`src/hdl/spi_params.svh`:
```
/*
 * Build-time constants for the SPI register slave.
 * Include wherever a mode default, sync depth or bank size is needed.
 */
`ifndef SPI_PARAMS_SVH
`define SPI_PARAMS_SVH

// spi mode, 3 by default
`define SPI_CPOL 1'b1 // sclk idles high
`define SPI_CPHA 1'b1 // sample on second edge

`define SPI_SYNC_STAGES 2 // flops per pin before edge detect

// register bank geometry
`define REG_ADDR_W 4
`define REG_DEPTH 16
`define REG_STATUS_ADDR 15 // read-only, live status byte

`endif

```
`src/hdl/reg_pkg.sv`:
```
/*
 * Register-bank side types: addresses, data, the decoded command,
 * the write descriptor and the command decoder FSM states.
 */
`include "spi_params.svh"

package reg_pkg;

	typedef logic [`REG_ADDR_W-1:0] reg_addr_t; // bank address
	typedef logic [7:0] reg_data_t; // register content

	// fields taken from the first byte of a frame
	typedef struct packed {
		logic wr; // 1 = write frame, 0 = read frame
		reg_addr_t addr; // start address, bits 3:0 of the command
	} cmd_t;

	// one register write, also the shape of the external report
	typedef struct packed {
		logic en; // single-cycle strobe
		reg_addr_t addr;
		reg_data_t data;
	} reg_wr_t;

	typedef enum logic [1:0] {
		dec_wait_cmd, // next byte is a command
		dec_read_stream, // bytes clock out bank contents
		dec_write_stream // bytes from mosi go to the bank
	} dec_state_e;

endpackage

```
`src/hdl/spi_pkg.sv`:
```
/*
 * Wire-level SPI types shared by the input synchronizer and the byte engine.
 * Import inside module bodies, use scoped names in port lists.
 */
package spi_pkg;

	typedef logic [7:0] byte_t; // one spi data byte
	typedef logic [4:0] edge_cnt_t; // sclk edges seen in current byte, 0..16

	// raw pins from the master
	typedef struct packed {
		logic cs; // active low frame select
		logic sclk;
		logic mosi;
	} spi_pins_t;

	// synchronized levels and single-cycle strobes
	typedef struct packed {
		logic cs; // synced cs level
		logic cs_fall; // frame opens
		logic cs_rise; // frame closes or aborts
		logic lead_edge; // first sclk edge of the phase
		logic trail_edge; // second sclk edge of the phase
		logic mosi; // synced mosi, aligned with the strobes
	} spi_edges_t;

	typedef enum logic [2:0] {
		eng_idle,
		eng_sclk_wait,
		eng_sclk_edge,
		eng_last_half,
		eng_ack,
		eng_finish
	} eng_state_e;

endpackage

```
`src/hdl/spi_byte_engine.sv`:
```
/*
 * Byte-level SPI slave engine. Counts sixteen sclk edges per byte, samples
 * mosi on the sampling edges, shifts miso on the others, then strobes
 * rx_valid and reloads the transmit shifter while cs stays low.
 */
`timescale 1ns/100ps
`include "spi_params.svh"

module spi_byte_engine #(
	parameter logic CPOL = `SPI_CPOL, // sclk idle level
	parameter logic CPHA = `SPI_CPHA // 1: sample on the second edge
) (
	input logic sys_clk,
	input logic sys_rst_n,
	input spi_pkg::spi_edges_t edges,
	input spi_pkg::byte_t tx_data, // next byte to send, taken in finish
	output logic miso,
	output spi_pkg::byte_t rx_data, // valid while rx_valid is high
	output logic rx_valid,
	output logic frame_start
);
	import spi_pkg::*;

	// in modes 1 and 2 the first edge of a byte is the trail strobe
	localparam logic SWAP = CPOL ^ CPHA;
	localparam edge_cnt_t LAST_CNT = edge_cnt_t'(16);

	eng_state_e state;
	edge_cnt_t edge_cnt; // edges taken in this byte
	byte_t rx_shift; // mosi collects here, msb first
	byte_t tx_shift; // msb drives miso
	logic first_edge;
	logic second_edge;
	logic edge_hit; // expected edge seen in sclk_wait
	logic sample_now;
	logic shift_now;

	always_comb begin
		first_edge = SWAP ? edges.trail_edge : edges.lead_edge;
		second_edge = SWAP ? edges.lead_edge : edges.trail_edge;
		edge_hit = (state == eng_sclk_wait) && (edge_cnt[0] ? second_edge : first_edge);
		sample_now = edge_hit && (edge_cnt[0] == CPHA); // even edges for cpha 0
		// cpha 1 leaves the very first edge alone, bit 7 is already out
		shift_now = edge_hit && (edge_cnt[0] != CPHA) && !(CPHA && edge_cnt == '0);
	end

	always_ff @(posedge sys_clk) begin
		if (!sys_rst_n) begin
			state <= eng_idle;
		end else if (edges.cs) begin
			state <= eng_idle; // cs high ends or aborts the frame
		end else begin
			case (state)
				eng_idle: state <= eng_sclk_wait; // cs just went low
				eng_sclk_wait: begin
					if (edge_hit) begin
						state <= eng_sclk_edge;
					end
				end
				eng_sclk_edge: state <= (edge_cnt == LAST_CNT) ? eng_last_half : eng_sclk_wait;
				eng_last_half: state <= eng_ack; // latch rx byte
				eng_ack: state <= eng_finish; // rx_valid cycle
				eng_finish: state <= eng_sclk_wait; // tx reload, next byte
				default: state <= eng_idle;
			endcase
		end
	end

	// edge counter, restarts every byte
	always_ff @(posedge sys_clk) begin
		if (!sys_rst_n) begin
			edge_cnt <= '0;
		end else if (state == eng_idle || state == eng_finish) begin
			edge_cnt <= '0;
		end else if (edge_hit) begin
			edge_cnt <= edge_cnt + 1'b1;
		end
	end

	// transmit shifter
	always_ff @(posedge sys_clk) begin
		if (!sys_rst_n) begin
			tx_shift <= '0;
		end else if (state == eng_idle) begin
			tx_shift <= '0; // command byte always answers 0x00
		end else if (state == eng_finish) begin
			tx_shift <= tx_data;
		end else if (shift_now) begin
			tx_shift <= {tx_shift[6:0], 1'b0};
		end
	end

	// receive shifter, partial byte dropped when cs rises
	always_ff @(posedge sys_clk) begin
		if (!sys_rst_n || edges.cs_rise) begin
			rx_shift <= '0;
		end else if (sample_now) begin
			rx_shift <= {rx_shift[6:0], edges.mosi};
		end
	end

	always_ff @(posedge sys_clk) begin
		if (state == eng_last_half) begin
			rx_data <= rx_shift; // held until the next byte completes
		end
	end

	assign miso = tx_shift[7];
	assign rx_valid = (state == eng_ack);
	assign frame_start = edges.cs_fall;

endmodule

```
`src/hdl/spi_cmd_decoder.sv`:
```
/*
 * Command decoder. The first byte of each frame picks read or write and
 * the start address; every later byte steps the address, wrapping 15 to 0.
 * Writes leave as a combinational strobe in the rx_valid cycle.
 */
`timescale 1ns/100ps

module spi_cmd_decoder (
	input logic sys_clk,
	input logic sys_rst_n,
	input logic frame_start, // cs fell
	input spi_pkg::byte_t rx_data,
	input logic rx_valid,
	output reg_pkg::reg_addr_t rd_addr, // address of the next byte to send
	output reg_pkg::reg_wr_t wr
);
	import reg_pkg::*;

	dec_state_e state;
	cmd_t cmd; // fields of rx_data seen as a command
	reg_addr_t addr; // current access address

	always_comb begin
		cmd.wr = rx_data[7]; // bits 6:4 ignored
		cmd.addr = rx_data[3:0];
	end

	always_ff @(posedge sys_clk) begin
		if (!sys_rst_n) begin
			state <= dec_wait_cmd;
			addr <= '0;
		end else if (frame_start) begin
			state <= dec_wait_cmd; // every frame begins with a command
			addr <= '0;
		end else if (rx_valid) begin
			case (state)
				dec_wait_cmd: begin
					state <= cmd.wr ? dec_write_stream : dec_read_stream;
					addr <= cmd.addr;
				end
				dec_read_stream: addr <= addr + 1'b1; // next register goes out next
				dec_write_stream: addr <= addr + 1'b1; // after this byte lands
				default: state <= dec_wait_cmd;
			endcase
		end
	end

	// one write per data byte in a write frame
	always_comb begin
		wr.en = rx_valid && (state == dec_write_stream);
		wr.addr = addr;
		wr.data = rx_data;
	end

	assign rd_addr = addr; // updated the cycle after rx_valid

endmodule

```
`src/hdl/spi_input_sync.sv`:
```
/*
 * Brings cs, sclk and mosi into the sys_clk domain and turns level changes
 * into one-cycle strobes. lead/trail follow the phase setting of the build.
 */
`timescale 1ns/100ps
`include "spi_params.svh"

module spi_input_sync #(
	parameter logic CPHA = `SPI_CPHA // selects which sclk edge is the lead one
) (
	input logic sys_clk,
	input logic sys_rst_n,
	input spi_pkg::spi_pins_t pins, // straight from the pads
	output spi_pkg::spi_edges_t edges // registered levels and strobes
);
	import spi_pkg::*;

	localparam int STAGES = `SPI_SYNC_STAGES;
	localparam spi_pins_t PINS_IDLE = '{cs: 1'b1, sclk: 1'b0, mosi: 1'b0};

	spi_pins_t sync_q [STAGES]; // metastability chain
	spi_pins_t last_q; // previous value of the final stage
	spi_pins_t cur; // final stage, safe to use
	logic sclk_rise;
	logic sclk_fall;

	always_comb begin
		cur = sync_q[STAGES-1];
		sclk_rise = cur.sclk & ~last_q.sclk;
		sclk_fall = ~cur.sclk & last_q.sclk;
	end

	always_ff @(posedge sys_clk) begin
		if (!sys_rst_n) begin
			for (int i = 0; i < STAGES; i++) begin
				sync_q[i] <= PINS_IDLE; // cs held inactive
			end
			last_q <= PINS_IDLE;
			edges <= '{cs: 1'b1, default: 1'b0};
		end else begin
			sync_q[0] <= pins;
			for (int i = 1; i < STAGES; i++) begin
				sync_q[i] <= sync_q[i-1];
			end
			last_q <= cur;
			edges.cs <= cur.cs;
			edges.cs_fall <= last_q.cs & ~cur.cs;
			edges.cs_rise <= ~last_q.cs & cur.cs;
			edges.lead_edge <= CPHA ? sclk_fall : sclk_rise; // first edge per phase
			edges.trail_edge <= CPHA ? sclk_rise : sclk_fall;
			edges.mosi <= cur.mosi; // same delay as the strobes
		end
	end

endmodule

```
`src/hdl/spi_reg_bank.sv`:
```
/*
 * Sixteen-entry register map. 0..14 are writable storage cleared at reset,
 * the top address reads status_in live and drops writes. Accepted writes
 * are reported one cycle later on reg_wr.
 */
`timescale 1ns/100ps
`include "spi_params.svh"

module spi_reg_bank (
	input logic sys_clk,
	input logic sys_rst_n,
	input reg_pkg::reg_wr_t wr,
	input reg_pkg::reg_addr_t rd_addr,
	input spi_pkg::byte_t status_in, // live status, not stored
	output reg_pkg::reg_data_t rd_data,
	output reg_pkg::reg_wr_t reg_wr // external write report
);
	import reg_pkg::*;

	localparam reg_addr_t STATUS_ADDR = reg_addr_t'(`REG_STATUS_ADDR);

	reg_data_t regs [`REG_DEPTH-1]; // status slot has no storage
	logic wr_ok; // write to a real register

	assign wr_ok = wr.en && (wr.addr != STATUS_ADDR);

	always_ff @(posedge sys_clk) begin
		if (!sys_rst_n) begin
			for (int i = 0; i < `REG_DEPTH-1; i++) begin
				regs[i] <= '0;
			end
		end else if (wr_ok) begin
			regs[wr.addr] <= wr.data;
		end
	end

	// registered copy of every accepted write
	always_ff @(posedge sys_clk) begin
		if (!sys_rst_n) begin
			reg_wr.en <= 1'b0;
		end else begin
			reg_wr.en <= wr_ok; // status writes never show up
			reg_wr.addr <= wr.addr;
			reg_wr.data <= wr.data;
		end
	end

	// combinational read, status mapped on top
	assign rd_data = (rd_addr == STATUS_ADDR) ? status_in : regs[rd_addr];

endmodule

```
`src/hdl/spi_reg_top.sv`:
```
/*
 * SPI register slave top. Pins go through the synchronizer into the byte
 * engine; the decoder turns bytes into bank accesses and the bank feeds
 * the next transmit byte back to the engine.
 */
`timescale 1ns/100ps
`include "spi_params.svh"

module spi_reg_top (
	input logic sys_clk,
	input logic sys_rst_n,
	input spi_pkg::spi_pins_t pins, // cs, sclk, mosi from the master
	input spi_pkg::byte_t status_in, // shows up at the status address
	output logic miso,
	output reg_pkg::reg_wr_t reg_wr // one pulse per committed write
);
	import spi_pkg::*;
	import reg_pkg::*;

	spi_edges_t edges;
	byte_t rx_data;
	logic rx_valid;
	logic frame_start;
	reg_addr_t rd_addr;
	reg_wr_t wr;
	reg_data_t rd_data; // doubles as the engine's tx byte

	spi_input_sync #(
		.CPHA(`SPI_CPHA)
	) i_input_sync (
		.sys_clk(sys_clk),
		.sys_rst_n(sys_rst_n),
		.pins(pins),
		.edges(edges)
	);

	spi_byte_engine #(
		.CPOL(`SPI_CPOL),
		.CPHA(`SPI_CPHA)
	) i_byte_engine (
		.sys_clk(sys_clk),
		.sys_rst_n(sys_rst_n),
		.edges(edges),
		.tx_data(rd_data),
		.miso(miso),
		.rx_data(rx_data),
		.rx_valid(rx_valid),
		.frame_start(frame_start)
	);

	spi_cmd_decoder i_cmd_decoder (
		.sys_clk(sys_clk),
		.sys_rst_n(sys_rst_n),
		.frame_start(frame_start),
		.rx_data(rx_data),
		.rx_valid(rx_valid),
		.rd_addr(rd_addr),
		.wr(wr)
	);

	spi_reg_bank i_reg_bank (
		.sys_clk(sys_clk),
		.sys_rst_n(sys_rst_n),
		.wr(wr),
		.rd_addr(rd_addr),
		.status_in(status_in),
		.rd_data(rd_data),
		.reg_wr(reg_wr)
	);

endmodule

```
`config.mk`:
```
export PLATFORM = sky130hd
export DESIGN_NAME = spi_reg_top
export DESIGN_NICKNAME = d
export VERILOG_FILES = /design/src/hdl/reg_pkg.sv /design/src/hdl/spi_pkg.sv /design/src/hdl/spi_byte_engine.sv /design/src/hdl/spi_cmd_decoder.sv /design/src/hdl/spi_input_sync.sv /design/src/hdl/spi_reg_bank.sv /design/src/hdl/spi_reg_top.sv
export VERILOG_INCLUDE_DIRS = /design/src /design/src/hdl
export SDC_FILE = /design/constraint.sdc
export NUM_CORES = 1
export LEC_CHECK = 0
export ABC_CLOCK_PERIOD_IN_PS = 4000
export BUFFER_PORTS_ARGS = -buffer_cell sky130_fd_sc_hd__buf_4
export CORE_MARGIN = 4
export CORE_UTILIZATION = 60
export CTS_CLUSTER_SIZE = 20
export DETAILED_ROUTE_END_ITERATION = 8
export PLACE_DENSITY_LB_ADDON = 0.2
export SLEW_MARGIN = 10
export SYNTH_ARGS = -nofsm -noshare
export SYNTH_HDL_FRONTEND = slang
export SYNTH_SLANG_ARGS = --single-unit
```
`constraint.sdc`:
```
create_clock -name sys_clk -period 4 [get_ports sys_clk]
set_input_delay 0.2 -clock sys_clk [delete_from_list [all_inputs] [get_ports sys_clk]]
set_output_delay 0.2 -clock sys_clk [all_outputs]
set_load 0.05 [all_outputs]
```
---- After elaboration in Yosys (flattened, before gate mapping) ----
Memory sizes are Yosys's and may differ from the RTL's. A register that Yosys moved wholly into a read port is not among the register bits.
Index checks and enable logic that the tools add are counted.
storage, ports and cells
  memories ................................ 2
  register bits ........................... 58
  bits in writable memories ............... 126
operators by class
  equality and inequality tests ........... 11
  mux-type cells .......................... 22
  add/subtract/negate cells ............... 2
  bitwise operators ....................... 13
  reduce and logical (&&, ||, !) cells .... 24
memory list
  memory               depth  width  read ports  clocked after Yosys merged registers in  wr ports  RTL line              RTL
  i_reg_bank.regs      15     8      1           1                                        15        spi_reg_bank.sv:22    reg_data_t regs [`REG_DEPTH-1];
  i_input_sync.sync_q  2      3      2           0                                        2         spi_input_sync.sv:21  spi_pins_t sync_q [STAGES];
operators with widths
  operator                                                         number
  8-bit two-way mux                                                4
  3-bit one-hot mux with 5 select lines                            1
  4-bit two-way mux                                                3
  2-bit OR reduction                                               6
  3-bit two-way mux                                                3
  4-bit one-hot mux with 2 select lines                            1
  8-bit OR reduction                                               1
  1-bit two-way mux                                                7
  1-bit NOT                                                        7
  3-bit by 2-bit == test with 1-bit output, second input constant  2
  3-bit == test, second input constant                             2
  1-bit logical AND                                                6
  5-bit by 1-bit adder with 5-bit output, second input constant    1
  5-bit == test, second input constant                             1
  5-bit logical NOT                                                1
  4-bit by 1-bit adder with 4-bit output, second input constant    1
  1-bit AND                                                        4
  4-bit == test, second input constant                             1
  2-bit two-way mux                                                2
  4-bit != test, second input constant                             1
  2-bit one-hot mux with 2 select lines                            1
  2-bit AND reduction                                              2
  2-bit nonzero test                                               2
  3-bit by 1-bit == test with 1-bit output, second input constant  1
  other kinds (8)                                                  11

---- Depth between registers and ports, before layout ----
  word-level depth ........................ 8
  mapped depth ............................ 7

---- By module ----
A second synthesis with hierarchy kept.
second synthesis, totals
  cells, all modules ...................... 623
  area total of the unflattened synthesis .. 8299.2 µm²
by module, submodules not included
  module           instances  cells each  area each (µm²)  seq. area each (µm²)
  spi_reg_bank     1          415         6107.1           3983.8
  spi_byte_engine  1          125         1336.3           720.7
  spi_cmd_decoder  1          55          486.7            120.1
  spi_input_sync   1          28          369.1            260.2

---- Least setup slack after synthesis ----
OpenSTA, ideal clock, no wires.
  path type ............................... flip-flop to flip-flop
  start point ............................. register i_cmd_decoder.state[0]
  end point ............................... memory i_reg_bank.regs[12][0] (netlist bit), enable pin
  path buffers ............................ 1
  clock period less this slack ............ 2012 ps
  arrival time ............................ 1628 ps
  path slack .............................. 1988 ps
  stages on the path, launching flop included .. 7
  required time ........................... 3616 ps
  cells stage by stage .................... dfxtp_1 > inv_1 > ha_1 > and2_1 > nand3_1 > clkbuf_1 > o21ai_0
RTL lines
  item                      RTL line               RTL
  start: declaration        spi_cmd_decoder.sv:19  dec_state_e state;
  start signal: assignment  spi_cmd_decoder.sv:30  state <= dec_wait_cmd;
  start signal: assignment  spi_cmd_decoder.sv:33  state <= dec_wait_cmd;
  start signal: assignment  spi_cmd_decoder.sv:38  state <= cmd.wr ? dec_write_stream : dec_read_stream;
  end: declaration          spi_reg_bank.sv:22

==> results.toml <==
[route]
route.detailed.vias_per_inst = 6.07
routed_wl_mm = 18.4
route.detailed.wl_per_inst_um = 21.8
remaining_drc_errors = 0
ant_nets = 0
dr_total_vias = 5127
drt-initial-drc-count = 565
dr.pass1.iters = 5

[finish]
drive_gt1_share_pct = 15.5
final_util_pct = 68.5
design.final.nets = 673
post-route-cell-area_um2 = 9510
area.growth.synth_to_final_pct = 11.6
antenna_cells = 0

[floorplan]
fp.dieH_um = 127
die_width_um = 127
design.portCount = 27
floorplan.die_area_um2 = 16200
initial_core_util_pct = 61.4
num_rows = 43
fp.coreArea_um2 = 13900

[grt]
grt_pass1_wl_mm = 28.6
grt_max_degree = 45
globalRoute.totalOverflow = 0
antenna_violations_before_repair = 0
grt_pass1_vias = 5131
global_route.usage.total_pct = 23.9

[timing]
timing.slew.headroom_pct = 23.5
finalHoldViolCount = 0
finalSetupTns_ns = 0
tightestPinTransition_ns = 1.14
timing.final.max_slew_violations = 0
fin_crit_sh_pct = 70.2
finalSetupViolations = 0
final_period_minus_worst_setup_slack_ns = 2.81
timing.clock.skew_ns = 0.00878
layout_setup_ws_ns = 1.19
max_clock_freq_ghz = 0.356
rsz0062_at_grt = "false"

[place]
buffer_ports.inserted = 26
dpl.hpwl_mm = 12.1
place_worst_setup_slack_ns = 1.19
globalplace.congestion = 0.869
dpl_cell_area_um2 = 8840

[synthesis]
synth.top_cells.by_count = "148 x sky130_fd_sc_hd__edfxtp_1, 112 x sky130_fd_sc_hd__and2_1, 48 x sky130_fd_sc_hd__dfxtp_1, 29 x sky130_fd_sc_hd__nand2_1, 29 x sky130_fd_sc_hd__nor2_1"
yosys.cell_count.top_type = "sky130_fd_sc_hd__edfxtp_1"
yosys-top-cells-area = "sky130_fd_sc_hd__edfxtp_1 52%, sky130_fd_sc_hd__dfxtp_1 11%, sky130_fd_sc_hd__and2_1 8.2%"
synth_edf_count = 148
share_of_flip_flops_with_an_asynchronous_set_or_reset_after_synthesis_pct = 0
post-synth-top-area-fraction_pct = 52.1
synth_top_area_cell = "sky130_fd_sc_hd__edfxtp_1"
postSynth.topFlopCell = "sky130_fd_sc_hd__edfxtp_1"
syn-cell-area_um2 = 8520
synth_cells = 627
postSynthAreaPerCell_um2 = 13.6
ys_seq_area_share_pct = 63.4
synth-seq-cells = 196
yosys_warnings = 0
netlist-cell-type-count = 50

[worst_setup_path]
timing.rr.end = "i_reg_bank.regs[8][0]"
setup.worst_path.start_class = "flip-flop"
regToRegSetupSlack_ns = 1.19
rr_startpoint = "i_byte_engine.state[2]"
worst-endpoint-required_ns = 4.06
timing.setup.critical_path_class = "flip-flop to flip-flop"
critical_path.endpoint_type = "flip-flop"
maximum_fanout_along_the_worst_path = 13
worst-r2r-cell-count = 3
critical_path_arrival_ns = 2.86

[power]
pwr-share-comb_pct = 2.3
power.switching_uw = 814
p_int_mw = 3.37
pwr-share-clk_pct = 43.9
seq_power_share_pct = 53.8
power.static_leakage_nw = 3.28
switching_power_share_of_the_total_pct = 19.4
power.ir.vdd_worst_mv = 0.323
power_density_nw_per_um2 = 440
power.total_mw = 4.18

[hold_path]
holdCritStartpoint = "status_in[4]"
min_delay_path_depth = 3
hp-class = "input port to flip-flop"
holdPathEnd = "i_byte_engine.tx_shift[4]"

[clock_network]
cts.sinks = 196
cts_repair_resize_count = 0
cts-htree-levels = 4
cts_root_buf = "sky130_fd_sc_hd__clkbuf_16"
ctsLongestPathBuffers = 2
cts_hold_repair.buffers = 3
clk_pin_slew_worst_paths_ns = 0.07
tritoncts = "yes"
number_of_cts_inserted_buffers = 17
postCtsSetupRepairBufs = 0
worstSkewPairLatency_ns = 0.44

[run]
drv.max_cap_violation_count = 0

[outcome]
run_status = "complete, no violations"
per-layer routing:
layer | track usage (%) | vias up | wire [um]
met4 | 9.65 | 0 | 426
met1 | 32.7 | 2535 | 7710
met3 | 5.02 | 35 | 1330
met2 | 37.8 | 217 | 8900
met5 | 0 | - | 0
li1 | - | 2340 | -
power by group through the flow:
stage               clock, mW  sequential [mW]  combinational [mW]
finish                   1.84             2.25              0.0979
global route             1.93             2.25               0.107
CTS                      1.84             2.25              0.0984
detailed placement          0             2.30              0.0960
global placement            0             2.29              0.0928
floorplan                   0             2.29              0.0505
critical path: stages (launching register included):
cell	delay, ns
sky130_fd_sc_hd__dfxtp_1	0.54
sky130_fd_sc_hd__nor3b_2	0.39
sky130_fd_sc_hd__nand3_1	0.49
sky130_fd_sc_hd__o21ai_0	1.00
cell families (layout without fill, tap and decap cells):
group / after synthesis / after routing / synth area share [%]
AND/OR/NAND/NOR: 239 / 239 / 15.9
other: 1 / 8 / 0.0440
multiplexers: 58 / 58 / 10.6
adder cells (fa/ha/maj): 9 / 9 / 1.32
flip-flops: 196 / 196 / 63.4
AO/OA/AOI/OAI: 76 / 76 / 6.06
XOR/XNOR: 4 / 4 / 0.411
buffers and inverters: 44 / 74 / 2.23
state kept, by name, summed over array words and instances (netlist names), 3 cells and up, named ones only:
signal                  flops
i_byte_engine.rx_shift      8
i_input_sync.sync_q         6
i_reg_bank.regs           128
i_input_sync.edges          6
i_reg_bank.reg_wr          13
i_cmd_decoder.rd_addr       4
i_byte_engine.state         3
i_byte_engine.edge_cnt      5
i_byte_engine.tx_shift      8
i_byte_engine.rx_data       8
layout by cell type, fill, tap and decap left out, types with 2 or more instances in the layout:
cell                              n
sky130_fd_sc_hd__edfxtp_1       148
sky130_fd_sc_hd__and2_1         112
sky130_fd_sc_hd__dfxtp_1         47
sky130_fd_sc_hd__nor2_1          29
sky130_fd_sc_hd__nand2_1         29
sky130_fd_sc_hd__buf_4           29
sky130_fd_sc_hd__o21ai_0         26
sky130_fd_sc_hd__mux2i_1         26
sky130_fd_sc_hd__mux4_2          25
sky130_fd_sc_hd__a21oi_1         20
sky130_fd_sc_hd__nor3_1          18
sky130_fd_sc_hd__nand2b_1        17
sky130_fd_sc_hd__clkbuf_16       17
sky130_fd_sc_hd__inv_1           10
sky130_fd_sc_hd__nand3_1          9
sky130_fd_sc_hd__ha_1             9
sky130_fd_sc_hd__a221oi_1         8
sky130_fd_sc_hd__conb_1           8
sky130_fd_sc_hd__mux2_2           7
sky130_fd_sc_hd__nor2b_1          5
sky130_fd_sc_hd__a221oi_2         5
sky130_fd_sc_hd__nor4_1           5
sky130_fd_sc_hd__bufinv_16        5
sky130_fd_sc_hd__clkinv_4         4
sky130_fd_sc_hd__nand3b_1         3
sky130_fd_sc_hd__a31oi_1          3
sky130_fd_sc_hd__xnor2_1          3
sky130_fd_sc_hd__dlygate4sd3_1    3
sky130_fd_sc_hd__and3b_1          2
sky130_fd_sc_hd__a2bb2oi_1        2
sky130_fd_sc_hd__a211oi_2         2
sky130_fd_sc_hd__o31ai_1          2
sky130_fd_sc_hd__and3_1           2
sky130_fd_sc_hd__clkinv_1         2
per-stage QoR:
| step | std cells | hold slack (ns) |
|---|---|---|
| finish | 844 | 0.143 |
| global route | 844 | 0.155 |
| CTS | 844 | 0.131 |
| detailed placement | 809 | 0.398 |
| global placement | 809 | 0.389 |
| floorplan | 634 | 0.301 |
cell type report:
class	count	area [um^2]
sequential	196	5410
fill	964	4370
multi-input combinational	394	2960
clock buffer	18	429
timing repair buffer	32	248
tap	180	225
clock inverter	14	210
inverter	10	37.5
worst max-delay path by stage:
stage,from,end,slack [ns],depth (start not counted)
floorplan,i_cmd_decoder.state[0],i_reg_bank.regs[12][0],1.99,6
global placement,i_byte_engine.state[2],i_reg_bank.regs[8][6],1.40,3
detailed placement,i_byte_engine.state[2],i_reg_bank.regs[8][6],1.19,3
CTS,i_byte_engine.state[2],i_reg_bank.regs[8][0],1.19,3
global route,i_byte_engine.state[2],i_reg_bank.regs[8][0],0.88,3
finish,i_byte_engine.state[2],i_reg_bank.regs[8][0],1.19,3
Note: power is estimated with default switching activity, not from simulation.
